==> src/hw/hbm_write_config.svh <==
`ifndef HBM_WRITE_CONFIG_SVH
`define HBM_WRITE_CONFIG_SVH

// bus widths
`define HBM_ADDR_W 33
`define DMA_ADDR_W 64
`define DMA_DATA_W 512
`define AXI_DATA_W 256

// hbm layout, two pseudo channels per engine
`define ENGINE_NUM 8
`define CHANNEL_NUM (2 * `ENGINE_NUM)
`define CHANNEL_W 5
`define CHAN_OFFSET_W 28

// burst shape and loop steps
`define BURST_LEN 2
`define BURST_BYTES 64
`define B_SAMPLES_PER_BURST 16
`define A_SAMPLES_PER_GROUP 8
// 64 bits per bank times engine count
`define FEATURE_STEP 512
`define DIM_ALIGN 1024

// write data buffer
`define BUF_DEPTH 64
`define BUF_AFULL 56

`endif
==> src/hw/hbm_bus_pkg.sv <==
`include "hbm_write_config.svh"

package hbm_bus_pkg;

    // plain vectors
    typedef logic [`HBM_ADDR_W-1:0] hbm_addr_t;
    typedef logic [`DMA_ADDR_W-1:0] dma_addr_t;
    typedef logic [`DMA_DATA_W-1:0] dma_word_t;
    typedef logic [`AXI_DATA_W-1:0] axi_beat_t;

    // dma read command, length in bytes
    typedef struct packed {
        dma_addr_t   addr;
        logic [31:0] len;
    } dma_cmd_t;

    // axi write address, len is beats minus one
    typedef struct packed {
        hbm_addr_t  addr;
        logic [3:0] len;
    } axi_aw_t;

endpackage

==> src/hw/hbm_job_pkg.sv <==
`include "hbm_write_config.svh"

package hbm_job_pkg;

    typedef logic [31:0] count_t;

    // job parameters as handed in by the host
    typedef struct packed {
        hbm_bus_pkg::dma_addr_t b_dma_addr;
        hbm_bus_pkg::dma_addr_t a_dma_addr;
        count_t                 b_len;
        count_t                 a_len;
        hbm_bus_pkg::hbm_addr_t b_hbm_base;
        count_t                 samples;
        count_t                 dimension;
        count_t                 bits;
        count_t                 stride;
    } job_cfg_t;

    // loop limits, all inclusive
    typedef struct packed {
        count_t b_group_last;
        count_t a_feat_last;
        count_t a_group_last;
        count_t bit_pair_last;
        count_t b_bursts_m1;
        count_t a_bursts_m1;
    } job_limits_t;

    typedef struct packed {
        count_t cycles;
        count_t addrs;
        count_t beats;
    } write_stats_t;

    ////////////////////
    // sequencer states
    ////////////////////
    typedef enum logic [2:0] {
        AS_IDLE,
        AS_SEND_B_CMD,
        AS_LOAD_B,
        AS_WRITE_B,
        AS_SEND_A_CMD,
        AS_LOAD_A,
        AS_WRITE_A,
        AS_ADDR_END
    } addr_state_e;

    typedef enum logic [2:0] {
        DS_IDLE,
        DS_B_WAIT,
        DS_B_DATA,
        DS_A_SWITCH,
        DS_A_WAIT,
        DS_A_DATA,
        DS_WAIT_ADDR,
        DS_DONE
    } data_state_e;

endpackage

==> src/hw/hbm_write_stats.sv <==
`include "hbm_write_config.svh"

module hbm_write_stats (
    input  logic                      hbm_clk,
    input  logic                      hbm_aresetn,
    input  logic                      job_start,
    input  logic                      data_done,
    input  logic                      aw_fire,
    input  logic                      w_fire,
    output hbm_job_pkg::write_stats_t stats
);
    import hbm_job_pkg::*;

    logic         running;
    write_stats_t cnt;

    always_ff @(posedge hbm_clk) begin
        if (!hbm_aresetn) begin
            running <= 1'b0;
            cnt     <= '0;
        end else begin
            // window from start to done
            if (job_start) begin
                running <= 1'b1;
            end else if (data_done) begin
                running <= 1'b0;
            end
            if (job_start) begin
                cnt <= '0;
            end else begin
                if (running) begin
                    cnt.cycles <= cnt.cycles + count_t'(1);
                end
                if (aw_fire) begin
                    cnt.addrs <= cnt.addrs + count_t'(1);
                end
                if (w_fire) begin
                    cnt.beats <= cnt.beats + count_t'(1);
                end
            end
        end
    end

    // registered copy for the host
    always_ff @(posedge hbm_clk) begin
        stats <= cnt;
    end

endmodule

==> config.mk <==
export PLATFORM = sky130hd
export DESIGN_NAME = hbm_write_stats
export DESIGN_NICKNAME = d
export VERILOG_FILES = /design/src/hw/hbm_bus_pkg.sv /design/src/hw/hbm_job_pkg.sv /design/src/hw/hbm_write_stats.sv
export VERILOG_INCLUDE_DIRS = /design/src /design/src/hw
export SDC_FILE = /design/constraint.sdc
export NUM_CORES = 1
export LEC_CHECK = 0
export BUFFER_PORTS_ARGS = -buffer_cell sky130_fd_sc_hd__buf_2
export CELL_PAD_IN_SITES_DETAIL_PLACEMENT = 0
export CELL_PAD_IN_SITES_GLOBAL_PLACEMENT = 2
export CORE_UTILIZATION = 38
export CTS_CLUSTER_SIZE = 25
export DETAILED_ROUTE_END_ITERATION = 8
export PLACE_DENSITY = 0.84
export REMOVE_ABC_BUFFERS = 1
export SETUP_SLACK_MARGIN = 0.5
export SYNTH_ARGS = -nofsm -noshare
export SYNTH_HDL_FRONTEND = slang
export SYNTH_SLANG_ARGS = --single-unit
==> constraint.sdc <==
create_clock -name hbm_clk -period 3.5 [get_ports hbm_clk]
set_clock_uncertainty 0.05 [all_clocks]
set_input_delay 0.7 -clock hbm_clk [delete_from_list [all_inputs] [get_ports hbm_clk]]
set_output_delay 0.7 -clock hbm_clk [all_outputs]
set_load 0.005 [all_outputs]
-- Yosys cells after proc, flatten, opt, wreduce, memory -nomap -nowiden
Index checks and enable logic that the tools add are counted.
- add/subtract/negate cells: 3
- mux-type cells: 2
- bitwise operators: 1
- reductions and logical operators: 2
- operators with widths (cell ; count):
    $add 32x1->32 const B ; 3
    $mux 1 ; 2
    $reduce_bool 2->1 ; 1
    $reduce_or 2->1 ; 1
    $not 1->1 ; 1
- flip-flop bits (word level): 193
- input bits: 6
- output and inout bits: 96
- word-level logic and storage cells: 15

-- Logic depth before layout (Yosys ltp)
- depth in word-level cells: 2
- gate-level depth with buffers: 7
- gate-level depth less buffers: 6

-- Least setup slack after synthesis
OpenSTA, ideal clock, no wires.
- path type: in2reg
- start: input aw_fire
- end: register cnt[62] (netlist bit)
- library setup time: 0.071 ns
- data arrival time: 1.996 ns
- data required time: 3.379 ns
- path slack: 1.384 ns
- stages on the path: 6
- buffers on the path: 1
- cell sequence: clkbuf_1 -> nand2_1 -> nor3_1 -> nand3_1 -> or3_1 -> a21oi_1
- RTL lines (item ; line ; source):
    start: declaration ; hbm_write_stats.sv:8 ; input logic aw_fire,
    end: declaration ; hbm_write_stats.sv:15 ; write_stats_t cnt;

==> reports/qor.log <==
INFO  final_layout   most-common-layout-cells=sky130_fd_sc_hd__dfxtp_1 (193), sky130_fd_sc_hd__buf_2 (101), sky130_fd_sc_hd__nor2_1 (97)
INFO  logic_synthesis synth.distinct_cells=31
INFO  placed_design  port_buffers=101
INFO  final_layout   final_net_count=711
INFO  detailed_routing detail-route-antenna-nets=0
INFO  worst_setup_path crit_path_max_fanout=10
INFO  global_route   grt_pass1_wl=18900microns
INFO  detailed_routing num_vias=4325
INFO  clock_network  cts.sink_count=193
INFO  worst_setup_path cp_cell_sequence=nand4_2 -> or4_1 -> nor3_1 -> xnor2_1 -> nor2_1
INFO  sta            max_transition_margin=0.297
INFO  detailed_routing remaining_drc_errors=0
INFO  worst_setup_path crit_path_end=cnt[88]
INFO  clock_network  worst_setup_hold_path_clk_slew=0.07ns
INFO  detailed_routing wire_per_inst=12.4microns
INFO  worst_setup_path timing.critical_path.arrival=2.50ns
INFO  logic_synthesis synthesis.area_per_instance=10.4squm
INFO  worst_setup_path critical_path_depth=5
INFO  detailed_routing drt_first_iter_violations=189
INFO  floorplanning  fp.coreArea=0.0160sqmm
INFO  clock_network  max-clock-path-buffers=2
INFO  final_layout   layout.cells.most_common=sky130_fd_sc_hd__dfxtp_1
INFO  clock_network  ctsRootBufferMaster=sky130_fd_sc_hd__clkbuf_16
INFO  worst_setup_path cp-end-kind=flop
INFO  placed_design  post-dp-hpwl=7750microns
INFO  final_layout   final_std_cells_w_o_fill=931
INFO  worst_setup_path timing.critical_path.slowest_cell_delay=0.79ns
INFO  global_route   grt_antenna_before_repair=0
INFO  final_layout   layout_overhead_on_the_synthesized_area=20.1%
INFO  worst_hold_path holdCritPathClass=flop to flop
INFO  logic_synthesis postSynthCellCount=604
INFO  worst_setup_path cp_slowest_cell=sky130_fd_sc_hd__or4_1
INFO  worst_setup_path critical_path.top_delay_family=simple AND/OR/NAND/NOR gates
INFO  placed_design  instance_area_at_placement=0.00698sqmm
INFO  sta            rsz0062_at_grt=no
INFO  logic_synthesis yosysSeqAreaShare=0.615
INFO  worst_setup_path worst-endpoint-required=3.72ns
INFO  sta            final.period_utilization=0.649
INFO  clock_network  post-cts-setup-buffers=0
INFO  floorplanning  io_count=102
INFO  logic_synthesis synth_area=0.00629sqmm
INFO  clock_network  cts_inserted_buffers=17
INFO  worst_setup_path worst_setup_path_category=flop to flop
INFO  worst_setup_path worstSetupStartpoint=running
INFO  floorplanning  fp-row-count=46
INFO  logic_synthesis async_flop_share=0
INFO  power          power_density=544mW/mm^2
INFO  worst_setup_path r2r_cells=5
INFO  placed_design  place.gp.congestion=0.733
INFO  power          leakagePower=2.96nW
INFO  clock_network  cts-resized-gates=0
INFO  logic_synthesis dominantRegCellSynth=sky130_fd_sc_hd__dfxtp_1
INFO  global_route   grt-ovfl-total=0
INFO  final_layout   drive_above_1_share=0.196
INFO  floorplanning  start_util=0.393
INFO  sta            layout_min_cycle_time=2.27ns
INFO  sta            worst_max_slew_pin_slew=1.05ns
INFO  global_route   vias_in_the_first_global_route=4025
INFO  worst_setup_path rr_startpoint=running
INFO  worst_setup_path worstReg2RegEnd=cnt[88]
INFO  detailed_routing detail_route.wirelength=11500microns
INFO  clock_network  worstSkewPairLatency=0.42ns
INFO  clock_network  cts_max_level=4
INFO  sta            finalSetupViolCount=0
INFO  clock_network  tritoncts=done
INFO  floorplanning  fp.dieH=131microns
INFO  detailed_routing vias_per_cell=4.65
INFO  sta            hold_viol_final=0
INFO  global_route   groute.usage.overall=0.144
INFO  sta            fmax=440MHz
INFO  worst_setup_path path_buf_inv=0
INFO  placed_design  numPlacedInstances=899
INFO  clock_network  cts-hold-fix-buffers=0
INFO  run            timing.max_cap.violations=0
INFO  outcome        outcome=complete, no violations
INFO  worst_setup_path worstSetupStartpointType=flop
INFO  logic_synthesis synth_seq_cells=193
INFO  global_route   grt_max_degree=97
INFO  power          post-layout-total-power=4.10mW
INFO  detailed_routing detail_route.first_pass.iterations=4
INFO  final_layout   layout.cell_area.non_filler=0.00755sqmm
INFO  floorplanning  dieWidth=131microns
INFO  final_layout   antennaDiodeCount=0
INFO  worst_setup_path reg2reg_setup_slack=1.23ns
INFO  logic_synthesis yosysWarnings=0
INFO  sta            timing.final.max_slew_violations=0
INFO  sta            setup-tns-final=0ns
INFO  power          worst_ir_drop_vdd=0.331mV
INFO  floorplanning  floorplan.die_area=0.0171sqmm
INFO  logic_synthesis synth-edff-count=0
## power by group
| group | total [mW] | internal, mW | switching, mW |
|---|---|---|---|
| logic | 0.0340 | 0.0101 | 0.0239 |
| clock network | 1.86 | 1.05 | 0.811 |
| registers | 2.21 | 2.20 | 0.00544 |
| total | 4.10 | 3.26 | 0.840 |
## stage by stage
stage,util,hold WS [ns],setup WS [ns]
after detailed placement,0.436,0.300,1.21
after global routing,0.472,0.318,1.07
after floorplan,-,0.281,0.747
after CTS,0.472,0.311,1.22
final,0.472,0.310,1.23
after global placement,0.436,0.290,1.33
## how the worst min path moves through the flow
stage             from        end  slack (ns)  cells past startpoint
2_1_floorplan  cnt[31]  stats[31]        0.28                      0
3_3_place_gp   cnt[31]  stats[31]        0.29                      0
3_5_place_dp   cnt[31]  stats[31]        0.30                      0
4_1_cts        cnt[31]  stats[31]        0.31                      0
5_1_grt        cnt[31]  stats[31]        0.32                      0
6_report       cnt[31]  stats[31]        0.31                      0
## kinds of logic after synthesis
kind of cell             synth area share
AO/OA/AOI/OAI                      0.0175
XOR/XNOR                            0.116
flip-flops                          0.615
adder cells (fa/ha/maj)           0.00597
AND/OR/NAND/NOR                     0.218
multiplexers                      0.00478
buffers and inverters              0.0233
## per-layer routing
metal,global-route usage,up-vias,wire [microns]
li1,-,2224,-
met1,0.179,1994,5610
met4,0.0751,0,187
met5,0,-,0
met2,0.227,92,5200
met3,0.0399,15,521
## layout make-up
type / count / area, sq um
repair buffers: 101 / 505
flip-flops and latches: 193 / 3860
multi-input cells: 374 / 2280
clock inverters: 13 / 135
well taps: 216 / 270
clock buffers: 19 / 433
fillers: 1596 / 8450
inverters: 15 / 56.3
## sequential cells by signal, indices dropped and copies added, names as in the netlist
| register | count |
|---|---|
| cnt | 96 |
| running | 1 |
| stats | 96 |
## cell usage after synthesis (9+ instances only)
cell type,instances,area [sq um]
sky130_fd_sc_hd__dfxtp_1,193,3860
sky130_fd_sc_hd__and3_1,15,93.8
sky130_fd_sc_hd__nand4_1,27,169
sky130_fd_sc_hd__xor2_1,34,298
sky130_fd_sc_hd__nor3_1,24,120
sky130_fd_sc_hd__or3_1,9,56.3
sky130_fd_sc_hd__inv_1,15,56.3
sky130_fd_sc_hd__clkbuf_1,19,71.3
sky130_fd_sc_hd__o21ai_0,9,45.0
sky130_fd_sc_hd__nand2_1,30,113
sky130_fd_sc_hd__and4_1,15,131
sky130_fd_sc_hd__nor2_1,97,364
sky130_fd_sc_hd__xnor2_1,49,429
sky130_fd_sc_hd__a21oi_1,10,50.1
sky130_fd_sc_hd__nand3_1,28,140
No activity file was read; power rests on OpenSTA's default activity.
