## config.mk

```make
export PLATFORM = sky130hd
export DESIGN_NAME = hbm_job_config
export DESIGN_NICKNAME = d
export VERILOG_FILES = /design/src/hw/hbm_bus_pkg.sv /design/src/hw/hbm_job_pkg.sv /design/src/hw/hbm_job_config.sv
export VERILOG_INCLUDE_DIRS = /design/src /design/src/hw
export SDC_FILE = /design/constraint.sdc
export NUM_CORES = 1
export LEC_CHECK = 0
export ABC_CLOCK_PERIOD_IN_PS = 64400
export BUFFER_PORTS_ARGS = -buffer_cell sky130_fd_sc_hd__buf_2
export CORE_AREA = 4 4 352 354
export DETAILED_ROUTE_END_ITERATION = 8
export DIE_AREA = 0 0 356 358
export GPL_ROUTABILITY_DRIVEN = 0
export GPL_TIMING_DRIVEN = 0
export PLACE_DENSITY = 0.39
export SYNTH_ARGS = -nofsm -noshare
export SYNTH_HDL_FRONTEND = slang
export SYNTH_SLANG_ARGS = --single-unit
```

## constraint.sdc

```tcl
create_clock -name hbm_clk -period 64.4 [get_ports hbm_clk]
set_clock_uncertainty 0.1 [all_clocks]
set_input_delay 6.44 -clock hbm_clk [delete_from_list [all_inputs] [get_ports hbm_clk]]
set_output_delay 6.44 -clock hbm_clk [all_outputs]
set_load 0.03 [all_outputs]
```

## src/hw/hbm_write_config.svh

```systemverilog
`ifndef HBM_WRITE_CONFIG_SVH
`define HBM_WRITE_CONFIG_SVH

// bus widths
`define HBM_ADDR_W 33
`define DMA_ADDR_W 64
`define DMA_DATA_W 512
`define AXI_DATA_W 256

// hbm layout, two pseudo channels per engine
`define ENGINE_NUM 8
`define CHANNEL_NUM (2 * `ENGINE_NUM)
`define CHANNEL_W 5
`define CHAN_OFFSET_W 28

// burst shape and loop steps
`define BURST_LEN 2
`define BURST_BYTES 64
`define B_SAMPLES_PER_BURST 16
`define A_SAMPLES_PER_GROUP 8
// 64 bits per bank times engine count
`define FEATURE_STEP 512
`define DIM_ALIGN 1024

// write data buffer
`define BUF_DEPTH 64
`define BUF_AFULL 56

`endif
```

## src/hw/hbm_bus_pkg.sv

```systemverilog
`include "hbm_write_config.svh"

package hbm_bus_pkg;

    // plain vectors
    typedef logic [`HBM_ADDR_W-1:0] hbm_addr_t;
    typedef logic [`DMA_ADDR_W-1:0] dma_addr_t;
    typedef logic [`DMA_DATA_W-1:0] dma_word_t;
    typedef logic [`AXI_DATA_W-1:0] axi_beat_t;

    // dma read command, length in bytes
    typedef struct packed {
        dma_addr_t   addr;
        logic [31:0] len;
    } dma_cmd_t;

    // axi write address, len is beats minus one
    typedef struct packed {
        hbm_addr_t  addr;
        logic [3:0] len;
    } axi_aw_t;

endpackage

```

## src/hw/hbm_job_pkg.sv

```systemverilog
`include "hbm_write_config.svh"

package hbm_job_pkg;

    typedef logic [31:0] count_t;

    // job parameters as handed in by the host
    typedef struct packed {
        hbm_bus_pkg::dma_addr_t b_dma_addr;
        hbm_bus_pkg::dma_addr_t a_dma_addr;
        count_t                 b_len;
        count_t                 a_len;
        hbm_bus_pkg::hbm_addr_t b_hbm_base;
        count_t                 samples;
        count_t                 dimension;
        count_t                 bits;
        count_t                 stride;
    } job_cfg_t;

    // loop limits, all inclusive
    typedef struct packed {
        count_t b_group_last;
        count_t a_feat_last;
        count_t a_group_last;
        count_t bit_pair_last;
        count_t b_bursts_m1;
        count_t a_bursts_m1;
    } job_limits_t;

    typedef struct packed {
        count_t cycles;
        count_t addrs;
        count_t beats;
    } write_stats_t;

    ////////////////////
    // sequencer states
    ////////////////////
    typedef enum logic [2:0] {
        AS_IDLE,
        AS_SEND_B_CMD,
        AS_LOAD_B,
        AS_WRITE_B,
        AS_SEND_A_CMD,
        AS_LOAD_A,
        AS_WRITE_A,
        AS_ADDR_END
    } addr_state_e;

    typedef enum logic [2:0] {
        DS_IDLE,
        DS_B_WAIT,
        DS_B_DATA,
        DS_A_SWITCH,
        DS_A_WAIT,
        DS_A_DATA,
        DS_WAIT_ADDR,
        DS_DONE
    } data_state_e;

endpackage

```

## src/hw/hbm_job_config.sv

```systemverilog
`include "hbm_write_config.svh"

module hbm_job_config (
    input  logic                     hbm_clk,
    input  logic                     hbm_aresetn,
    input  logic                     start,
    input  hbm_job_pkg::job_cfg_t    cfg,
    input  logic                     data_done,
    output logic                     job_start,
    output hbm_job_pkg::job_cfg_t    job_cfg,
    output hbm_job_pkg::job_limits_t job_limits
);
    import hbm_job_pkg::*;

    localparam count_t ALIGN_MASK = count_t'(`DIM_ALIGN - 1);

    logic [1:0]  start_sync;
    logic        start_q;
    logic        start_rise;
    logic        busy;
    logic        accept;
    count_t      dim_align;
    job_limits_t limits_nxt;

    // two flop synchronizer plus edge detect
    assign start_rise = start_sync[1] & ~start_q;
    // start during a running job is dropped
    assign accept = start_rise & ~busy;

    ////////////////////
    // loop limits
    ////////////////////
    // round dimension up to the alignment
    assign dim_align = (cfg.dimension + ALIGN_MASK) & ~ALIGN_MASK;

    assign limits_nxt.a_feat_last   = dim_align - count_t'(`FEATURE_STEP);
    assign limits_nxt.b_group_last  = cfg.samples - count_t'(`B_SAMPLES_PER_BURST);
    assign limits_nxt.a_group_last  = cfg.samples - count_t'(`A_SAMPLES_PER_GROUP);
    // bits go two at a time
    assign limits_nxt.bit_pair_last = cfg.bits - count_t'(2);
    assign limits_nxt.b_bursts_m1   = cfg.b_len / count_t'(`BURST_BYTES) - count_t'(1);
    assign limits_nxt.a_bursts_m1   = cfg.a_len / count_t'(`BURST_BYTES) - count_t'(1);

    always_ff @(posedge hbm_clk) begin
        if (!hbm_aresetn) begin
            start_sync <= '0;
            start_q    <= 1'b0;
            busy       <= 1'b0;
            job_start  <= 1'b0;
        end else begin
            start_sync <= {start_sync[0], start};
            start_q    <= start_sync[1];
            job_start  <= accept;
            // busy until the data side reports done
            if (accept) begin
                busy <= 1'b1;
            end else if (data_done) begin
                busy <= 1'b0;
            end
        end
    end

    // latch cycle, stable until the next accepted start
    always_ff @(posedge hbm_clk) begin
        if (accept) begin
            job_cfg    <= cfg;
            job_limits <= limits_nxt;
        end
    end

endmodule

```

# After elaboration in Yosys (flattened, before gate mapping)
# Cells that the tools add are included.
[word_totals]
ff_bits = 550
inputBits = 357
output_inout_bits = 546
wordCells = 33
[classes]
n_addsub = 7
mux = 2
bitwise = 4
reduce_logical = 1
[op_table]
columns = ["op", "count"]
rows = [
  ["$sub A26 B1 Y27 const B", 2],
  ["$add A32 B10 Y32 const B", 1],
  ["$sub A32 B10 Y32 const B", 1],
  ["$sub A32 B2 Y32 const B", 1],
  ["$sub A32 B4 Y32 const B", 1],
  ["$sub A32 B5 Y32 const B", 1],
  ["$and A1 B1 Y1", 2],
  ["$mux W1", 2],
  ["$not A1 Y1", 2],
  ["$reduce_bool A2 Y1", 1],
]

# Depth between registers and ports, before layout
# Gate-level depths: netlist of the first run.
[logic_depth]
depth_word = 4
mapped_depth = 9

# Worst setup path before layout of the first run
# Ideal clock, no wire load.
[synth_timing]
path_type = "register -> register"
start = "reg start_q"
end = "reg busy"
setup_ns = 0.188
arrival_time_ns = 39.816
t_required_ns = 64.112
slack_ns = 24.295
path_stages_with_launch = 3
n_path_buf = 0
path_cell_list = "dfxtp_1 > nor3b_1 > o21a_1"
[synth_between]
elab_chain_cells = 4
word_cells_on_any_way = 5
cone_classes = "mux: 1; bitwise: 3; reduce/logical: 1"
[synth_lines]
columns = ["element", "line_no", "rtl"]
rows = [
  ["start, declared", "hbm_job_config.sv:18", "logic start_q;"],
  ["start signal, assigned", "hbm_job_config.sv:52", "start_q <= start_sync[1];"],
  ["$not A1 Y1 *", "hbm_job_config.sv:26", "assign start_rise = start_sync[1] & ~start_q;"],
  ["$and A1 B1 Y1 *", "hbm_job_config.sv:26", ""],
  ["$and A1 B1 Y1 *", "hbm_job_config.sv:28", "assign accept = start_rise & ~busy;"],
  ["via accept", "hbm_job_config.sv:21", "logic accept;"],
  ["$mux W1 or $reduce_bool A2 Y1 (tied branches)", "n/a", ""],
  ["end signal, assigned", "hbm_job_config.sv:48", "busy <= 1'b0;"],
  ["end signal, assigned", "hbm_job_config.sv:56", "busy <= 1'b1;"],
  ["end signal, assigned", "hbm_job_config.sv:58", "busy <= 1'b0;"],
  ["end, declared", "hbm_job_config.sv:20", "logic busy;"],
]
# Mark *: on every way through the listed nets, which the timed path passes. The rest lies on a longest branch.
# A chain may end at the register's enable or synchronous reset.

==> results.toml, run 1 <==
[worst_setup_path]
cp_common_cell = "nor4_1"
max_stage_delay_ns = 1.21
cp-start-kind = "primary input"
path_delay_family = "simple AND/OR/NAND/NOR gates"
cp-end-kind = "flop"
worstSetupPathType = "primary input to flop"
reg2reg_depth = 17
rrSetupSlack_ns = 59.80
worstPathMaxFanout = 8
critPathArrivalTime_ns = 9.78
crit_chain = "buf_2 > nor4_1 > nand3_1 > nor4_1 > nand2_1 > xnor2_1"
r2r_start = "start_sync[1]"
reg2reg_to = "job_cfg[306]"
crit_path_top_delay_cell = "nor4_1"
crit_buf_inv = 1
path_depth = 6
cp.required_ns = 64.67

[cts]
htree_levels = 2
cts_buffer_depth = 3
clkSinkCount = 522
cts_tree = "built"
clock_tree.root_cell = "clkbuf_16"
cts_setup_buffers = 0
insertion_delay_ns = 0.63
holdBufCountCts = 0
cts_resized = 0
clk_pin_slew_ns = 0.06
cts_made_buffers = 61

[timing]
final_max_slew_viol_count = 0
fin_setup_tns_ns = 0
post-route-period-util_pct = 14.8
hold_viol_final = 0
worstMarginPinSlew_ns = 1.22
rsz0062_at_grt = "no"
setup_viol = 0
max_freq_ghz = 0.105
max_slew_margin_pct = 17.7
worst_slack_ns = 54.89
whs_ns = 0.338
layout_min_cycle_time_ns = 9.51

[job]
drv_cap = 0

[finish]
nNetsFinal = 2399
fin_cells = 3723
drive_gt1_share_pct = 50.8
final_area_sq_um = 27900
syn_to_final_growth_pct = 47.6
nFillCells = 12900

[hold_path]
min_from = "start_sync[0]"
whs_path_depth = 1
hp-class = "flop to flop"
hold_path_end = "start_sync[1]"

[floorplan]
rows = 128
ioPinCount = 903
coreArea_sq_um = 121000
die_height_microns = 358
dieArea_sq_um = 127000
die_w_microns = 356
initial_core_util_pct = 15.6

[placement]
place_hpwl_mm = 61.2
portBuffers = 892
pre_cts_slack_ns = 53.87
place_area_sq_um = 26000
dpl.cell_count = 3597

[global_routing]
grt.total_usage_pct = 10.8
grt_overflow = 0
grt_pass1_vias = 13600
grt_max_degree = 17
grt_pass1_wl_mm = 99.0
antenna_found_initial = 19

[routing]
wl_per_cell_microns = 19.9
drt-vias-per-instance = 3.44
num_vias = 12800
drt_iter0_drc = 600
drt_pass1_iterations = 5
drcViolationCount = 0
antenna_left = 0
finalWirelength_mm = 74.1

[power]
power_leakage_nw = 10.8
peakVddDrop_v = 0.0000176
powerDensity_nw_per_um2 = 28.3

[logic_synthesis]
syn_area_sq_um = 18900
synth_ff_type = "edfxtp_1"
synth_warnings = 0
syn_inst = 1026
synth.avg_cell_area_sq_um = 18.4
synthArstFlopShare_pct = 0
synth_edf_count = 517
synth.distinct_cells = 47
ys_seq_area_share_pct = 82.7
synth_seq_cells = 522

[status]
status = "complete, no violations"
[synth_stat cells, drive strengths merged, types with 2 or more instances]
master | instances | area, sq um
nor2 | 59 | 221
o31ai | 6 | 45.0
buf | 30 | 219
nand4b | 2 | 17.5
clkbuf | 10 | 37.5
nor3 | 42 | 215
or3 | 19 | 121
edfxtp | 517 | 15500
nand4 | 4 | 25.0
mux2i | 4 | 40.0
or4 | 13 | 109
a21oi | 2 | 10.0
xnor2 | 58 | 508
a211oi | 3 | 22.5
a31oi | 4 | 25.0
nand3b | 2 | 15.0
nand2 | 57 | 214
nand2b | 3 | 18.8
nor3b | 6 | 45.0
dfxtp | 5 | 100
inv | 15 | 56.3
and4 | 2 | 17.5
o21ai | 2 | 10.0
nand3 | 19 | 95.1
nor4 | 23 | 159
xor2 | 86 | 753
ha | 7 | 87.6
and3 | 6 | 37.5
conb | 2 | 7.51
and2 | 7 | 43.8
[how the worst max path moves through the flow]
stage	end	start
3_3_place_gp	busy	start_q
6_report	job_limits[90]	cfg[36]
5_1_grt	job_limits[90]	cfg[36]
4_1_cts	job_limits[90]	cfg[36]
2_1_floorplan	busy	start_q
3_5_place_dp	job_limits[90]	cfg[36]
[per-layer routing]
metal  track usage [%]  wire length, microns
met1              11.2                 26100
met2              19.5                 38300
met3              4.73                  7610
met4              3.60                  2120
met5                 0                    13
[worst reg2reg max path, stage by stage, from the launching register on]
cell	delay [ns]
dfxtp_1	0.32
nor3b_2	0.88
buf_6	0.27
buf_6	0.18
buf_4	0.23
buf_8	0.18
buf_6	0.19
buf_6	0.19
buf_6	0.19
buf_6	0.17
buf_8	0.16
buf_6	0.18
buf_6	0.20
buf_6	0.17
buf_6	0.17
buf_6	0.19
buf_6	0.17
buf_6	0.16
[registers in the layout (all words and copies together) (netlist names)]
| signal | count |
|---|---|
| start_sync | 2 |
| start_q | 1 |
| job_limits | 164 |
| busy | 1 |
| job_start | 1 |
| job_cfg | 353 |
[kinds of logic after synthesis]
group           share of synthesized area [%]
other cells                            0.0397
mux                                     0.212
buf+inv                                  1.66
flops                                    82.7
xor+xnor                                 6.67
simple gates                             7.41
compound gates                          0.861
fa+ha+maj                               0.463
[placed cells by master (no fill, tap or decap), types with 4 or more instances in the layout]
master,count
ha_1,7
nor2_1,59
clkbuf_16,61
clkbuf_1,24
a31oi_1,4
bufinv_16,4
clkinv_1,18
diode_2,11
and2_1,7
conb_1,10
or4_1,10
buf_6,41
nand3_1,19
and3_1,6
inv_1,15
buf_2,893
nor3_1,41
mux2i_1,4
buf_4,30
dfxtp_1,5
nand2_1,57
xor2_1,86
nor4_1,22
nor3b_1,5
xnor2_1,58
o31ai_1,6
clkinv_2,7
inv_6,4
or3_1,17
nand4_1,4
edfxtp_1,517
[per-stage QoR]
step	utilization, %	power, mW
finish	23.0	0.788
global route	23.0	0.821
CTS	23.0	0.804
detailed placement	21.4	0.464
global placement	21.0	0.482
floorplan	-	0.442
[cell type report]
class                      instances  area, sq um  share of cell area [%]
sequential                       522        15600                    56.0
timing repair buffer             938         4990                    17.9
multi-input combinational        457         2990                    10.7
tap                             1625         2030                    7.29
clock buffer                      75         1580                    5.66
clock inverter                    40          333                    1.19
buffer                            40          256                   0.920
inverter                          15         56.3                   0.202
antenna                           11         27.5                  0.0987
[report_power, final]
part / switching (mW) / internal, mW / leakage, nW / total (mW)
logic: 0.0462 / 0.0209 / 5.12 / 0.0671
registers: 0.00271 / 0.386 / 4.77 / 0.388
clock network: 0.142 / 0.190 / 0.923 / 0.333
No activity file was read; power rests on OpenSTA's default activity.
==> run 2, diff against run 1 <==
--- a/config.mk
+++ b/config.mk
@@ -6,14 +6,14 @@
 export SDC_FILE = /design/constraint.sdc
 export NUM_CORES = 1
 export LEC_CHECK = 0
-export ABC_CLOCK_PERIOD_IN_PS = 64400
+export ABC_CLOCK_PERIOD_IN_PS = 8400
 export BUFFER_PORTS_ARGS = -buffer_cell sky130_fd_sc_hd__buf_2
 export CORE_AREA = 4 4 352 354
 export DETAILED_ROUTE_END_ITERATION = 8
 export DIE_AREA = 0 0 356 358
 export GPL_ROUTABILITY_DRIVEN = 0
 export GPL_TIMING_DRIVEN = 0
-export PLACE_DENSITY = 0.39
+export PLACE_DENSITY = 0.4
 export SYNTH_ARGS = -nofsm -noshare
 export SYNTH_HDL_FRONTEND = slang
 export SYNTH_SLANG_ARGS = --single-unit
==> constraint.sdc (replaced) <==
create_clock -name hbm_clk -period 8.4 [get_ports hbm_clk]
set_clock_uncertainty 0.1 [all_clocks]
set_input_delay 0.84 -clock hbm_clk [delete_from_list [all_inputs] [get_ports hbm_clk]]
set_output_delay 0.84 -clock hbm_clk [all_outputs]
set_load 0.03 [all_outputs]
==> results.toml, run 2 (synthesis gave the netlist of run 1 again) <==
[status]
status = "complete, no violations"

[finish]
largest_registers = "job_cfg (353), job_limits (164), start_sync (2)"
fin_util_pct = 23.1
largest_reg_flops = 353
drive_gt1_share_pct = 50.9
regMostFlops = "job_cfg"
final_area_sq_um = 28000
fin_cells = 3699
nNetsFinal = 2384
syn_to_final_growth_pct = 47.9
final_cell_mix = "893 x buf_2, 517 x edfxtp_1, 86 x xor2_1, 62 x clkbuf_16, 59 x nor2_1"
layout_commonest_cell = "buf_2"

[power]
power_mw = 6.11
powerDensity_nw_per_um2 = 219
power.share.switching_pct = 24.4
combPwrFrac_pct = 8.5
peakVddDrop_v = 0.000141
p_sw_mw = 1.49
p_seq_share_pct = 48.7
power_leakage_nw = 10.8
power.internal_mw = 4.62
p_clk_share_pct = 42.8

[cts]
clock_tree.root_cell = "clkbuf_16"
cts_made_buffers = 61
cts_resized = 0
htree_levels = 2
cts_tree = "built"
insertion_delay_ns = 0.63
cts_buffer_depth = 3
cts_setup_buffers = 0
clkSinkCount = 522
clk_pin_slew_ns = 0.07
holdBufCountCts = 0

[placement]
pre_cts_slack_ns = 4.18
place_hpwl_mm = 59.5
dpl.cell_count = 3582
place_area_sq_um = 26000
portBuffers = 892

[job]
drv_cap = 0

[global_routing]
grt_max_degree = 25
grt_pass1_vias = 13300
antenna_found_initial = 8
grt_overflow = 0
grt_pass1_wl_mm = 97.8
grt.total_usage_pct = 10.7

[routing]
drcViolationCount = 0
drt-vias-per-instance = 3.48
antenna_left = 0
drt_pass1_iterations = 5
wl_per_cell_microns = 19.8
num_vias = 12900
finalWirelength_mm = 73.3
drt_iter0_drc = 614

[timing]
max_slew_margin_pct = 19.3
hold_viol_final = 0
fin_setup_tns_ns = 0
max_freq_ghz = 0.283
whs_ns = 0.253
setup_viol = 0
worstMarginPinSlew_ns = 1.20
layout_min_cycle_time_ns = 3.53
rsz0062_at_grt = "no"
final_max_slew_viol_count = 0
worst_slack_ns = 4.87
post-route-period-util_pct = 42.1

[worst_setup_path]
worstPathMaxFanout = 22
max_stage_delay_ns = 0.83
cp.required_ns = 8.63
worstSetupPathType = "flop to flop"
critPathArrivalTime_ns = 3.77
cp-start-kind = "flop"
cp-end-kind = "flop"
crit_path_top_delay_cell = "nor3b_4"
cp_common_cell = "buf_8"
crit_chain = "nor3b_4 > buf_8 > buf_16 > buf_8 > buf_16 > buf_8 > buf_8 > buf_8 > buf_8 > buf_8"

[floorplan]
die_w_microns = 356
coreArea_sq_um = 121000
rows = 128
initial_core_util_pct = 15.6
die_height_microns = 358
dieArea_sq_um = 127000
ioPinCount = 903

[hold_path]
hp-class = "primary input to flop"
==> run 2: cell count changes in the layout (fill, tap and decap cells not counted), sizes merged <==
| cell | change |
|---|---|
| inv | -3 |
| bufinv | +1 |
| clkinv | +5 |
| clkinvlp | -1 |
| buf | -15 |
| clkbuf | -4 |
| diode | -7 |
==> run 2: cell type report <==
cell class                 count  area [sq um]
sequential                   522         15600
multi-input combinational    457          3010
inverter                      15          56.3
antenna                        4          10.0
timing repair buffer         923          5010
buffer                        40           256
tap                         1625          2030
fill                       12900         93100
clock inverter                42           363
clock buffer                  71          1590
==> run 2: power by group through the flow <==
stage	combinational (mW)	clock [mW]	sequential [mW]
after floorplan	0.104	0	3.21
after global placement	0.500	0	3.08
after detailed placement	0.529	0	3.03
after CTS	0.530	2.72	2.98
after global routing	0.555	2.83	2.98
final	0.518	2.61	2.98
==> run 2: worst max-delay path, delay by kind of cell (launching register included) <==
family	cells	cell delay, ns
AND/OR/NAND/NOR	1	0.83
flip-flops	1	0.33
buffers and inverters	9	1.91
==> run 2: final timing paths <==
kind,startpoint,endpoint,slack (ns),cells past startpoint
hold / removal,cfg[5],job_cfg[5],0.25,1
setup reg to reg,busy,job_cfg[136],4.87,10
hold reg to reg,start_sync[0],start_sync[1],0.34,1
setup / recovery,busy,job_cfg[136],4.87,10
==> run 2: layer usage <==
layer	part of all wire (%)	vias to the layer above	GRT usage, %
li1	-	5873	-
met1	37	6328	11.8
met2	51	578	18.9
met3	9.1	91	4.00
met4	2.6	0	3.47
met5	0	-	0
