### src/hw/hbm_write_config.svh
`ifndef HBM_WRITE_CONFIG_SVH
`define HBM_WRITE_CONFIG_SVH

// bus widths
`define HBM_ADDR_W 33
`define DMA_ADDR_W 64
`define DMA_DATA_W 512
`define AXI_DATA_W 256

// hbm layout, two pseudo channels per engine
`define ENGINE_NUM 8
`define CHANNEL_NUM (2 * `ENGINE_NUM)
`define CHANNEL_W 5
`define CHAN_OFFSET_W 28

// burst shape and loop steps
`define BURST_LEN 2
`define BURST_BYTES 64
`define B_SAMPLES_PER_BURST 16
`define A_SAMPLES_PER_GROUP 8
// 64 bits per bank times engine count
`define FEATURE_STEP 512
`define DIM_ALIGN 1024

// write data buffer
`define BUF_DEPTH 64
`define BUF_AFULL 56

`endif
### src/hw/hbm_bus_pkg.sv
`include "hbm_write_config.svh"

package hbm_bus_pkg;

    // plain vectors
    typedef logic [`HBM_ADDR_W-1:0] hbm_addr_t;
    typedef logic [`DMA_ADDR_W-1:0] dma_addr_t;
    typedef logic [`DMA_DATA_W-1:0] dma_word_t;
    typedef logic [`AXI_DATA_W-1:0] axi_beat_t;

    // dma read command, length in bytes
    typedef struct packed {
        dma_addr_t   addr;
        logic [31:0] len;
    } dma_cmd_t;

    // axi write address, len is beats minus one
    typedef struct packed {
        hbm_addr_t  addr;
        logic [3:0] len;
    } axi_aw_t;

endpackage

### src/hw/hbm_job_pkg.sv
`include "hbm_write_config.svh"

package hbm_job_pkg;

    typedef logic [31:0] count_t;

    // job parameters as handed in by the host
    typedef struct packed {
        hbm_bus_pkg::dma_addr_t b_dma_addr;
        hbm_bus_pkg::dma_addr_t a_dma_addr;
        count_t                 b_len;
        count_t                 a_len;
        hbm_bus_pkg::hbm_addr_t b_hbm_base;
        count_t                 samples;
        count_t                 dimension;
        count_t                 bits;
        count_t                 stride;
    } job_cfg_t;

    // loop limits, all inclusive
    typedef struct packed {
        count_t b_group_last;
        count_t a_feat_last;
        count_t a_group_last;
        count_t bit_pair_last;
        count_t b_bursts_m1;
        count_t a_bursts_m1;
    } job_limits_t;

    typedef struct packed {
        count_t cycles;
        count_t addrs;
        count_t beats;
    } write_stats_t;

    ////////////////////
    // sequencer states
    ////////////////////
    typedef enum logic [2:0] {
        AS_IDLE,
        AS_SEND_B_CMD,
        AS_LOAD_B,
        AS_WRITE_B,
        AS_SEND_A_CMD,
        AS_LOAD_A,
        AS_WRITE_A,
        AS_ADDR_END
    } addr_state_e;

    typedef enum logic [2:0] {
        DS_IDLE,
        DS_B_WAIT,
        DS_B_DATA,
        DS_A_SWITCH,
        DS_A_WAIT,
        DS_A_DATA,
        DS_WAIT_ADDR,
        DS_DONE
    } data_state_e;

endpackage

### src/hw/hbm_addr_seq.sv
`include "hbm_write_config.svh"

module hbm_addr_seq (
    input  logic                     hbm_clk,
    input  logic                     hbm_aresetn,
    input  logic                     job_start,
    input  hbm_job_pkg::job_cfg_t    job_cfg,
    input  hbm_job_pkg::job_limits_t job_limits,
    output hbm_bus_pkg::dma_cmd_t    dma_cmd,
    output logic                     dma_cmd_valid,
    input  logic                     dma_cmd_ready,
    output hbm_bus_pkg::axi_aw_t     aw,
    output logic                     awvalid,
    input  logic                     awready,
    output logic                     addr_done
);
    import hbm_bus_pkg::*;
    import hbm_job_pkg::*;

    localparam logic [`CHANNEL_W-1:0] LAST_CHAN = `CHANNEL_NUM - 1;

    addr_state_e               state;
    addr_state_e               state_nxt;
    hbm_addr_t                 aw_addr;
    count_t                    b_group;
    count_t                    a_feat;
    count_t                    a_group;
    count_t                    bit_pair;
    logic [`CHANNEL_W-1:0]     channel;
    logic [`CHAN_OFFSET_W-1:0] base;
    logic                      cmd_fire;
    logic                      aw_fire;
    logic                      b_last;
    logic                      feat_last;
    logic                      group_last;
    logic                      chan_last;
    logic                      pair_last;

    assign cmd_fire = dma_cmd_valid & dma_cmd_ready;
    assign aw_fire  = awvalid & awready;

    assign dma_cmd_valid = (state == AS_SEND_B_CMD) || (state == AS_SEND_A_CMD);
    assign awvalid       = (state == AS_WRITE_B) || (state == AS_WRITE_A);
    assign addr_done     = state == AS_ADDR_END;
    assign aw.addr       = aw_addr;
    assign aw.len        = 4'(`BURST_LEN - 1);

    // loop end flags
    assign b_last     = b_group >= job_limits.b_group_last;
    assign feat_last  = a_feat >= job_limits.a_feat_last;
    assign group_last = a_group >= job_limits.a_group_last;
    assign chan_last  = channel == LAST_CHAN;
    assign pair_last  = bit_pair >= job_limits.bit_pair_last;

    always_ff @(posedge hbm_clk) begin
        if (!hbm_aresetn) begin
            state <= AS_IDLE;
        end else begin
            state <= state_nxt;
        end
    end

    always_comb begin
        state_nxt = state;
        case (state)
            AS_IDLE:       if (job_start) state_nxt = AS_SEND_B_CMD;
            AS_SEND_B_CMD: if (cmd_fire) state_nxt = AS_LOAD_B;
            AS_LOAD_B:     state_nxt = AS_WRITE_B;
            AS_WRITE_B:    if (aw_fire && b_last) state_nxt = AS_SEND_A_CMD;
            AS_SEND_A_CMD: if (cmd_fire) state_nxt = AS_LOAD_A;
            AS_LOAD_A:     state_nxt = AS_WRITE_A;
            AS_WRITE_A: begin
                // a channel finishes when its groups and features run out
                if (aw_fire && feat_last && group_last) begin
                    state_nxt = (chan_last && pair_last) ? AS_ADDR_END : AS_LOAD_A;
                end
            end
            default:       state_nxt = AS_IDLE;
        endcase
    end

    ////////////////////
    // address datapath
    ////////////////////
    always_ff @(posedge hbm_clk) begin
        case (state)
            AS_IDLE: begin
                if (job_start) begin
                    dma_cmd.addr <= job_cfg.b_dma_addr;
                    dma_cmd.len  <= job_cfg.b_len;
                    b_group      <= '0;
                    a_feat       <= '0;
                    a_group      <= '0;
                    bit_pair     <= '0;
                    channel      <= '0;
                    base         <= '0;
                end
            end
            AS_LOAD_B: aw_addr <= job_cfg.b_hbm_base;
            AS_WRITE_B: begin
                if (aw_fire) begin
                    aw_addr <= aw_addr + hbm_addr_t'(`BURST_BYTES);
                    b_group <= b_group + count_t'(`B_SAMPLES_PER_BURST);
                    // queue the sample buffer read
                    if (b_last) begin
                        dma_cmd.addr <= job_cfg.a_dma_addr;
                        dma_cmd.len  <= job_cfg.a_len;
                    end
                end
            end
            AS_LOAD_A: begin
                // channel number on top of the offset
                aw_addr <= {channel, base};
                if (chan_last) begin
                    base <= base + job_cfg.stride[`CHAN_OFFSET_W-1:0];
                end
            end
            AS_WRITE_A: begin
                if (aw_fire) begin
                    aw_addr <= aw_addr + hbm_addr_t'(`BURST_BYTES);
                    a_feat  <= a_feat + count_t'(`FEATURE_STEP);
                    if (feat_last) begin
                        a_feat  <= '0;
                        a_group <= a_group + count_t'(`A_SAMPLES_PER_GROUP);
                        if (group_last) begin
                            a_group <= '0;
                            channel <= channel + 1'b1;
                            // all channels done, next bit pair
                            if (chan_last) begin
                                channel  <= '0;
                                bit_pair <= bit_pair + count_t'(2);
                            end
                        end
                    end
                end
            end
            default: ;
        endcase
    end

endmodule

### config.mk
export PLATFORM = sky130hd
export DESIGN_NAME = hbm_addr_seq
export DESIGN_NICKNAME = d
export VERILOG_FILES = /design/src/hw/hbm_bus_pkg.sv /design/src/hw/hbm_job_pkg.sv /design/src/hw/hbm_addr_seq.sv
export VERILOG_INCLUDE_DIRS = /design/src /design/src/hw
export SDC_FILE = /design/constraint.sdc
export NUM_CORES = 1
export LEC_CHECK = 0
export BUFFER_PORTS_ARGS = -buffer_cell sky130_fd_sc_hd__buf_4
export CAP_MARGIN = 10
export CORE_AREA = 2 2 264 266
export DETAILED_ROUTE_END_ITERATION = 10
export DIE_AREA = 0 0 266 268
export PLACE_DENSITY_LB_ADDON = 0.3
export SETUP_SLACK_MARGIN = 0.3
export SYNTH_ARGS = -nofsm -noshare
export SYNTH_HDL_FRONTEND = slang
export SYNTH_SLANG_ARGS = --single-unit
### constraint.sdc
create_clock -name hbm_clk -period 7.7 [get_ports hbm_clk]
set_input_delay 0.77 -clock hbm_clk [delete_from_list [all_inputs] [get_ports hbm_clk]]
set_output_delay 0.77 -clock hbm_clk [all_outputs]
set_load 0.05 [all_outputs]
======== Word-level counts from Yosys, hierarchy flattened ========
Cells that the tools add are included.
word-level totals
  output and inout port bits .............. 136
  input port bits ......................... 550
  logic and storage cells ................. 102
  bits in registers ....................... 293
operators by class
  multiplexer cells ....................... 37
  order comparisons ....................... 4
  $add $sub $neg .......................... 7
  reduce and logical (&&, ||, !) cells .... 21
  bitwise logic cells ..................... 2
  eq/ne operators ......................... 21
operators by type and width
  cell                                                              number
  32-bit two-way mux                                                11
  96-bit two-way mux                                                3
  32-bit case mux with 2 select lines                               4
  96-bit case mux with 2 select lines                               1
  32-bit greater-or-equal comparator                                4
  33-bit case mux with 3 select lines                               1
  28-bit two-way mux                                                2
  28-bit case mux with 2 select lines                               1
  33-bit by 7-bit adder with 33-bit output, second input constant   1
  33-bit two-way mux                                                1
  32-bit by 10-bit adder with 32-bit output, second input constant  1
  32-bit by 2-bit adder with 32-bit output, second input constant   1
  32-bit by 4-bit adder with 32-bit output, second input constant   1
  32-bit by 5-bit adder with 32-bit output, second input constant   1
  28-bit adder                                                      1
  5-bit two-way mux                                                 5
  3-bit case mux with 7 select lines                                1
  2-bit != test, second input constant                              10
  3-bit two-way mux                                                 5
  3-bit == test, second input constant                              4
  5-bit case mux with 2 select lines                                1
  5-bit AND reduction                                               2
  3-bit AND reduction                                               3
  4-bit AND reduction                                               2
  other kinds (15)                                                  25

======== Logic depth before layout (Yosys ltp) ========
Gate-level depths: netlist of run 1.
  word-level depth ........................ 7
  depth in mapped cells ................... 11
  depth with buffers taken out ............ 11

======== Worst setup path after synthesis of run 1 ========
OpenSTA, ideal clock, no wires.
  kind .................................... input-to-reg
  from .................................... input job_limits[165] in the netlist's numbering
  to ...................................... register dma_cmd[0] in the netlist's numbering (enable)
  cell stages on the path ................. 10
  path buffers ............................ 0
  required time ........................... 7.118 ns
  arrival ................................. 6.673 ns
  path slack .............................. 0.445 ns
  setup time .............................. 0.582 ns
  path through ............................ inv_1 ha_1 a2111o_1 a31oi_1 o31ai_1 a21oi_1 o21a_1 o21ai_0 nand2b_1 a21oi_1
on the way
  cells in the longest elaborated chain, start to end .. 3
RTL lines
  element                               line                source
  start: declaration                    hbm_addr_seq.sv:8   input hbm_job_pkg::job_limits_t job_limits,
  32-bit greater-or-equal comparator    hbm_addr_seq.sv:49  assign b_last = b_group >= job_limits.b_group_last;
  2-bit != test (no source line)        -
  4-bit AND reduction (no source line)  -
  end: declaration                      hbm_addr_seq.sv:9   output hbm_bus_pkg::dma_cmd_t dma_cmd,
Every way passes these cells.
A chain may end at the register's enable or synchronous reset.

======== Final worst setup path of run 1 ========
  from .................................... register state[2]
  to ...................................... output awvalid
on the way
  cells in the longest elaborated chain, start to end .. 2
RTL lines
  element                                                                           line                source
  start: declaration                                                                hbm_addr_seq.sv:22  addr_state_e state;
  start signal: assignment                                                          hbm_addr_seq.sv:59  state <= state_nxt;
  3-bit by 2-bit == test with 1-bit output / 3-bit == test (equally long branches)  hbm_addr_seq.sv:43  assign awvalid = (state == AS_WRITE_B) || (state == AS_WRITE_A);
  1-bit logical OR (*)                                                              hbm_addr_seq.sv:43
  end: declaration                                                                  hbm_addr_seq.sv:13  output logic awvalid,
Mark *: on every way between the ends. The rest lies on a longest branch, timed or not.

==> results_dict.tcl, run 1 <==
set metrics [dict create \
    status "finished, final reports clean" \
    fp.dieArea_mm2 0.0713 \
    clock_skew_ps 19.5 \
    clk_latency_ps 550 \
    post_drt_wl_per_cell_um 19.0 \
    reg2reg_depth 10 \
    gr-usage-all-layers_pct 15.9 \
    coreArea_mm2 0.0682 \
    first_global_vias 14400 \
    cts_tree "built" \
    final_common_cell "buf_4" \
    placed_cells 3049 \
    path_buf_inv 3 \
    path_common_cell "buf_4" \
    finalCriticalPeriod_ps 4180 \
    power.density_mw_per_mm2 302 \
    synth_edf_count 285 \
    holdCritStartpoint "hbm_aresetn" \
    antenna_found_initial 17 \
    synth_top_area_cell "edfxtp_1" \
    drc 0 \
    arrival_ps 3410 \
    area_growth_syn_to_layout_pct 34.7 \
    grt_pass1_wl_um 86300 \
    synth_seq_cells 288 \
    cp_max_fo 60 \
    dr_total_vias 14500 \
    hold_violations 0 \
    gp_congestion 0.874 \
    synth_cells 1679 \
    clock-sinks 288 \
    detail-route-antenna-nets 0 \
    avgViaCountPerCell 4.67 \
    crit_path_top_delay_cell "dfxtp_1" \
    worstReg2RegEnd "dma_cmd[79]" \
    hp-class "in -> reg" \
    postCtsSetupRepairBufs 0 \
    fin_util_pct 35.3 \
    vdd_drop_max_uv 137 \
    die_width_um 266 \
    synth_cell_types 65 \
    slowest_delay_ps 810 \
    cpLargestDelayFamily "simple AND/OR/NAND/NOR gates" \
    cts_root_buf "clkbuf_16" \
    cts_buffers 38 \
    placed_cell_area_mm2 0.0229 \
    path_clk_slew_ps 60 \
    hold_depth 2 \
    crit_chain "or2_4, and2_1, buf_4, clkinv_1, buf_4" \
    num_io_pins 686 \
    r2r_start "b_group[10]" \
    finish.instance_area_mm2 0.0241 \
    criticalPathCategory "reg -> out" \
    async_reset_ff_share_pct 0 \
    setup_violations 0 \
    finalNonFillerCells 3118 \
    tightest_slew_ps 1070 \
    slew_headroom_pct 28.3 \
    drt-total-wl_um 59400 \
    yosys_warnings 0 \
    start_util_pct 26.2 \
    synthTopCellsByArea "edfxtp_1, ha_1, mux2_2" \
    fmax_mhz 239 \
    grt_setup_unrepaired "false" \
    dr.pass1.iters 6 \
    synth_flop_cell "edfxtp_1" \
    grt_max_degree 68 \
    fin_nets 2915 \
    whs_endpoint "state[2]" \
    postCtsHoldBufs 0 \
    dieHeight_um 268 \
    port_buffers 517 \
    reg2reg_slack_ps 3640 \
    drtIter0Drc 905 \
    gr-total-overflow 0 \
    synth_top_area_share_pct 47.8 \
    required_ps 6930 \
    htree_levels 2 \
    cap_violations 0 \
    dp_hpwl_um 46300 \
    leakagePower_nw 10.3 \
    drive_gt1_share_pct 31.6 \
    rows 96 \
    fin_hold_ws_ps 477 \
    cts_resized 0 \
    seq_area_frac_synth_pct 48.2 \
    synth.avg_cell_area_um2 10.7 \
    netlist_area_mm2 0.0179 \
    clockBufferDepth 3 \
    fin_crit_sh_pct 54.2 \
    mostFrequentLayoutCells "buf_4, edfxtp_1, nor2_1, inv_1, ha_1" \
    setup-tns-final_ps 0 \
    end_kind "output pin" \
    worstSetupStartpointType "register" \
    finalMaxSlewViolations 0 \
]
[area by class of cell]
class	instances	area [µm²]
Antenna cell	2	5.00
Clock buffer	44	995
Clock inverter	23	243
Fill cell	6905	44100
Inverter	166	623
Multi-Input combinational cell	1180	8520
Sequential cell	288	8620
Tap cell	882	1100
Timing Repair Buffer	533	4000
[flip-flops by register name (all words and copies together), names as in the netlist]
name	flops
a_feat	32
a_group	32
aw_addr	33
b_group	28
base	28
bit_pair	31
channel	5
dma_cmd	96
state	3
[how the worst max path moves through the flow]
| stage | end | from | depth (start not counted) | slack, ps |
|---|---|---|---|---|
| CTS | awvalid | state[2] | 5 | 3470 |
| floorplan | dma_cmd[0] | job_limits[165] | 10 | 450 |
| global placement | dma_cmd[84] | job_limits[165] | 13 | 3210 |
| global route | awvalid | state[2] | 5 | 3320 |
| finish | awvalid | state[2] | 5 | 3520 |
| detailed placement | dma_cmd[76] | job_limits[165] | 13 | 3170 |
[per-layer routing]
metal	wire length (µm)	part of all wire (%)	global-route usage (%)	vias to the layer above
met5	81	0.14	0	-
met2	27400	46	25.2	423
met3	3920	6.6	3.56	87
li1	-	-	-	7090
met1	26600	45	21.7	6934
met4	1350	2.3	4.31	12
[synth_stat cells, drive strengths merged (18+ instances only)]
library cell  instances
nand3                72
mux2                 96
and3                 30
nand4                30
a21oi                68
o21ai                76
nor2                206
inv                 165
ha                  157
a22oi                24
xor2                 80
buf                  18
nand2                84
a21o                 37
xnor2                62
clkbuf               29
edfxtp              285
[cells by family after synthesis]
kind of cell	synth area share, %
AO/OA/AOI/OAI	9.97
buffers and inverters	4.61
flip-flops	48.2
AND/OR/NAND/NOR	13.0
XOR/XNOR	6.95
multiplexers	6.15
adder cells (fa/ha/maj)	11.1
other	0.0420
[power breakdown]
group	internal, mW	total (mW)	leakage [nW]	switching [mW]
clock	1.09	1.82	0.619	0.731
sequential	2.33	2.71	2.77	0.376
combinational	0.979	2.74	6.93	1.76
total	4.40	7.28	10.3	2.87
[stage by stage]
stage / power (mW) / setup WS [ps]
floorplan: 4.51 / 445
CTS: 7.36 / 3470
finish: 7.28 / 3520
global route: 7.68 / 3320
detailed placement: 5.49 / 3170
global placement: 5.44 / 3210
Note: power is estimated with default switching activity, not from simulation.
==> run 2, diff against run 1 <==
- clock period: 7.7 -> 4.2 ns (I/O delays scaled with it)
==> run 2 against run 1 <==
Effect of this change: clock-buffer cell count rose by 4; routed wire length up 0.27%; hold slack lost 320 ps; sequential share of layout area about the same; clock skew up 2.7 ps; critical path depth grew 2; die area unchanged; core utilization about the same; setup slack worse by 2800 ps; cell count hardly changed; critical endpoint unchanged; largest cell class unchanged.
==> results_dict.tcl, run 2 (synthesis results as in run 1) <==
set metrics [dict create \
    dr_total_vias 14500 \
    die_width_um 266 \
    dr.pass1.iters 5 \
    worst_slack_ps 733 \
    start_util_pct 26.2 \
    required_ps 3780 \
    slew_headroom_pct 29.7 \
    postCtsSetupRepairBufs 0 \
    finalMaxSlewViolations 0 \
    drive_gt1_share_pct 31.2 \
    avgViaCountPerCell 4.66 \
    gr-total-overflow 0 \
    drtIter0Drc 991 \
    port_buffers 517 \
    criticalPathCategory "reg -> out" \
    power.density_mw_per_mm2 549 \
    gr-usage-all-layers_pct 16.0 \
    seqPwrFrac_pct 37.7 \
    p_total_mw 13.2 \
    clockBufferDepth 3 \
    tightest_slew_ps 1050 \
    reg2reg_slack_ps 860 \
    drt-total-wl_um 59500 \
    clock-sinks 288 \
    grt_max_degree 126 \
    cap_violations 0 \
    drc 0 \
    fmax_mhz 288 \
    fp.dieArea_mm2 0.0713 \
    path_clk_slew_ps 50 \
    fin_crit_sh_pct 82.5 \
    r2r_start "a_feat[28]" \
    coreArea_mm2 0.0682 \
    cts_tree "built" \
    area_growth_syn_to_layout_pct 34.6 \
    post_drt_wl_per_cell_um 19.1 \
    setup_violations 0 \
    pwr-share-clk_pct 23.8 \
    final_common_cell "buf_4" \
    cts_resized 0 \
    arrival_ps 3050 \
    grt_setup_unrepaired "false" \
    finalCriticalPeriod_ps 3470 \
    postCtsHoldBufs 0 \
    setup-tns-final_ps 0 \
    cell_internal_pwr_mw 7.98 \
    mostFrequentLayoutCells "buf_4, edfxtp_1, nor2_1, inv_1, ha_1" \
    p_switching_mw 5.23 \
    worstReg2RegEnd "bit_pair[20]" \
    grt_pass1_wl_um 87400 \
    combPwrFrac_pct 38.6 \
    largest_reg_flops 96 \
    clk_latency_ps 540 \
    end_kind "output pin" \
    cp_max_fo 39 \
    holdCritStartpoint "hbm_aresetn" \
    finalNonFillerCells 3117 \
    worstSetupStartpointType "register" \
    hp-class "in -> reg" \
    vdd_drop_max_uv 319 \
    status "finished, final reports clean" \
    htree_levels 2 \
    rows 96 \
    reg_top3 "dma_cmd x96, aw_addr x33" \
    placed_cells 3051 \
    detail-route-antenna-nets 0 \
    leakagePower_nw 10.3 \
    fin_nets 2917 \
    dieHeight_um 268 \
    whs_endpoint "state[2]" \
    hold_violations 0 \
    dp_hpwl_um 46800 \
    clock_skew_ps 22.2 \
    reg2reg_depth 9 \
    cts_buffers 38 \
    gp_congestion 0.880 \
    antenna_found_initial 7 \
    first_global_vias 14600 \
    top_register "dma_cmd" \
    dp_slack_ps 699 \
    switching_share_pct 39.6 \
    placed_cell_area_mm2 0.0229 \
    finish.instance_area_mm2 0.0241 \
    cts_root_buf "clkbuf_16" \
    hold_depth 2 \
    startpoint "state[0]" \
    num_io_pins 686 \
]
## run 2: changes by cell type in the layout (fill, tap and decap cells not counted), moves of 2 or more
cell,before,now
clkinv_2,12,2
buf_12,0,3
bufinv_16,5,3
clkinv_1,5,11
clkbuf_1,5,9
## run 2: metal layers
layer  vias up  wire length [µm]  GRT usage, %
met2       394             27900          25.8
met1      6959             27300          22.0
met5         -                47             0
met3        59              3300          3.15
li1       7105                 -             -
met4         6               979          3.80
## run 2: worst max-delay path by stage
stage	end	slack, ps	depth (start not counted)
after floorplan	dma_cmd[0]	410	10
after global placement	bit_pair[19]	750	11
after detailed placement	bit_pair[19]	700	11
after CTS	awvalid	400	7
after global routing	awvalid	500	7
final	awvalid	730	7
## run 2: worst max-delay path, cell delays in order, from the launching register on
cell	delay (ps)
dfxtp_2	490
inv_1	180
nand3_2	180
buf_4	430
and2_1	200
buf_4	310
clkinv_1	370
buf_4	310
## run 2: cell type report
| cell class | instances | area, µm² |
|---|---|---|
| clock buffer | 48 | 1010 |
| multi-input combinational | 1180 | 8520 |
| sequential | 288 | 8620 |
| clock inverter | 17 | 154 |
| inverter | 166 | 623 |
| tap | 882 | 1100 |
| timing repair buffer | 535 | 4050 |
| antenna | 1 | 2.50 |
| fill | 6886 | 44100 |
## run 2: through the flow
step	util, %	hold WS [ps]
floorplan	-	526
global placement	33.6	557
detailed placement	33.6	572
CTS	35.3	110
global route	35.3	148
finish	35.3	156
## run 2: power groups by stage
stage	registers (mW)	clock network [mW]	logic (mW)
floorplan	6.04	0	2.19
global placement	5.00	0	5.04
detailed placement	5.03	0	5.12
CTS	4.98	3.25	5.15
global route	5.09	3.35	5.52
finish	4.98	3.14	5.09
==> run 3, diff against run 2 <==
- clock period: 4.2 -> 3.5 ns (I/O delays scaled with it)
==> run 3 against run 2 <==
Effect of this change: die area stayed put; cell count grew 0.45%; largest power group unchanged; hold slack got worse by 96 ps; clock skew increased by 6.3 ps; sequential power rose by 19%; combinational power increased by 22%; register-to-register slack worse by 340 ps; core utilization increased by 0.17 points.
==> results_dict.tcl, run 3 (synthesis results as in run 1) <==
set metrics [dict create \
    status "finished, final reports clean" \
    slowest_delay_ps 540 \
    cp_max_fo 34 \
    dp_hpwl_um 48100 \
    first_global_vias 14800 \
    multi_input_area_mm2 0.00853 \
    hp-class "in -> reg" \
    fp.dieArea_mm2 0.0713 \
    finalMaxSlewViolations 0 \
    cts_buffers 37 \
    placed_cell_area_mm2 0.0230 \
    cap_violations 0 \
    reg2reg_depth 9 \
    p_total_mw 15.8 \
    grt_setup_unrepaired "false" \
    reg2reg_slack_ps 520 \
    clockBufferDepth 3 \
    gr-total-overflow 0 \
    reg_top3 "dma_cmd x96, aw_addr x33" \
    cpLargestDelayFamily "simple AND/OR/NAND/NOR gates" \
    fin_nets 2924 \
    drive_gt1_share_pct 31.6 \
    num_io_pins 686 \
    rows 96 \
    n_fill_cell 6884 \
    drtIter0Drc 1002 \
    setup_violations 0 \
    end_kind "register" \
    finalCriticalPeriod_ps 2980 \
    tightest_slew_ps 1140 \
    slew_headroom_pct 23.1 \
    power.density_mw_per_mm2 654 \
    largest_reg_flops 96 \
    cts_root_buf "clkbuf_16" \
    top_register "dma_cmd" \
    leakagePower_nw 10.3 \
    hold_depth 2 \
    post_drt_wl_per_cell_um 19.3 \
    holdCritStartpoint "hbm_aresetn" \
    grt_pass1_wl_um 89500 \
    dr.pass1.iters 5 \
    finish.instance_area_mm2 0.0242 \
    coreArea_mm2 0.0682 \
    start_util_pct 26.2 \
    antenna_found_initial 12 \
    postCtsHoldBufs 0 \
    required_ps 3740 \
    hold_violations 0 \
    htree_levels 2 \
    detail-route-antenna-nets 0 \
    crit_chain "ha_1, nand4_1, nor2_1, nand2_1, or4_1, o221ai_2, buf_8, and2_1, buf_12" \
    cts_tree "built" \
    criticalPathCategory "reg -> reg" \
    path_clk_slew_ps 60 \
    clk_latency_ps 560 \
    area_growth_syn_to_layout_pct 35.2 \
    dieHeight_um 268 \
    r2r_start "a_feat[30]" \
    grt_max_degree 126 \
    fmax_mhz 336 \
    final_common_cell "buf_4" \
    fin_crit_sh_pct 85.1 \
    mostFrequentLayoutCells "buf_4, edfxtp_1, nor2_1, inv_1, ha_1" \
    gp_congestion 0.871 \
    worst-path-stages 9 \
    drc 0 \
    worstSetupStartpointType "register" \
    drt-total-wl_um 60500 \
    crit_path_top_delay_cell "or4_1" \
    dr_total_vias 14800 \
    path_buf_inv 2 \
    port_buffers 517 \
    clock-sinks 288 \
    gr-usage-all-layers_pct 16.4 \
    startpoint "a_feat[30]" \
    regArea_mm2 0.00862 \
    arrival_ps 3220 \
    vdd_drop_max_uv 318 \
    clock_skew_ps 28.4 \
    die_width_um 266 \
    avgViaCountPerCell 4.73 \
]
## run 3: per-stage QoR
stage	instances	util (%)	TNS [ps]	worst slack [ps]	hold WS, ps
after floorplan	1681	-	-11860	-123	478
after global placement	3057	33.7	0	35.8	546
after detailed placement	3057	33.7	-3.86	-0.580	554
after CTS	3125	35.4	0	284	24.4
after global routing	3127	35.5	0	306	39.8
final	3131	35.5	0	522	59.8
## run 3: area by class of cell
class | instances | area share, %
flip-flops and latches | 288 | 35.6
multi-input cells | 1181 | 35.2
repair buffers | 542 | 17.2
well taps | 882 | 4.56
clock buffers | 46 | 3.97
inverters | 166 | 2.59
clock inverters | 21 | 0.796
diodes | 5 | 0.0517
## run 3: power by group
group	switching, mW	leakage, nW	internal [mW]
combinational	3.91	7.01	2.28
sequential	0.784	2.77	5.12
clock	1.56	0.559	2.18
## run 3: path summary, 6_finish.rpt
kind | to
min | state[2]
max reg2reg | a_group[19]
min reg2reg | aw_addr[4]
max | a_group[19]
## run 3: metal layers
metal	vias to the layer above	share of wire [%]	GRT usage, %
met1	7146	46	22.7
li1	7121	-	-
met2	429	45	25.3
met4	14	2.0	4.34
met3	85	6.7	4.16
met5	-	0.15	0
## run 3: repair_timing
action / 4_1_cts / 5_1_grt
endpoints found under the hold margin: 0 / 0
resized for setup: 2 / 9
cloned: 1 / 0
buffers inserted: 0 / 1
endpoints found under the setup margin: 31 / 132
pin swaps: 0 / 1
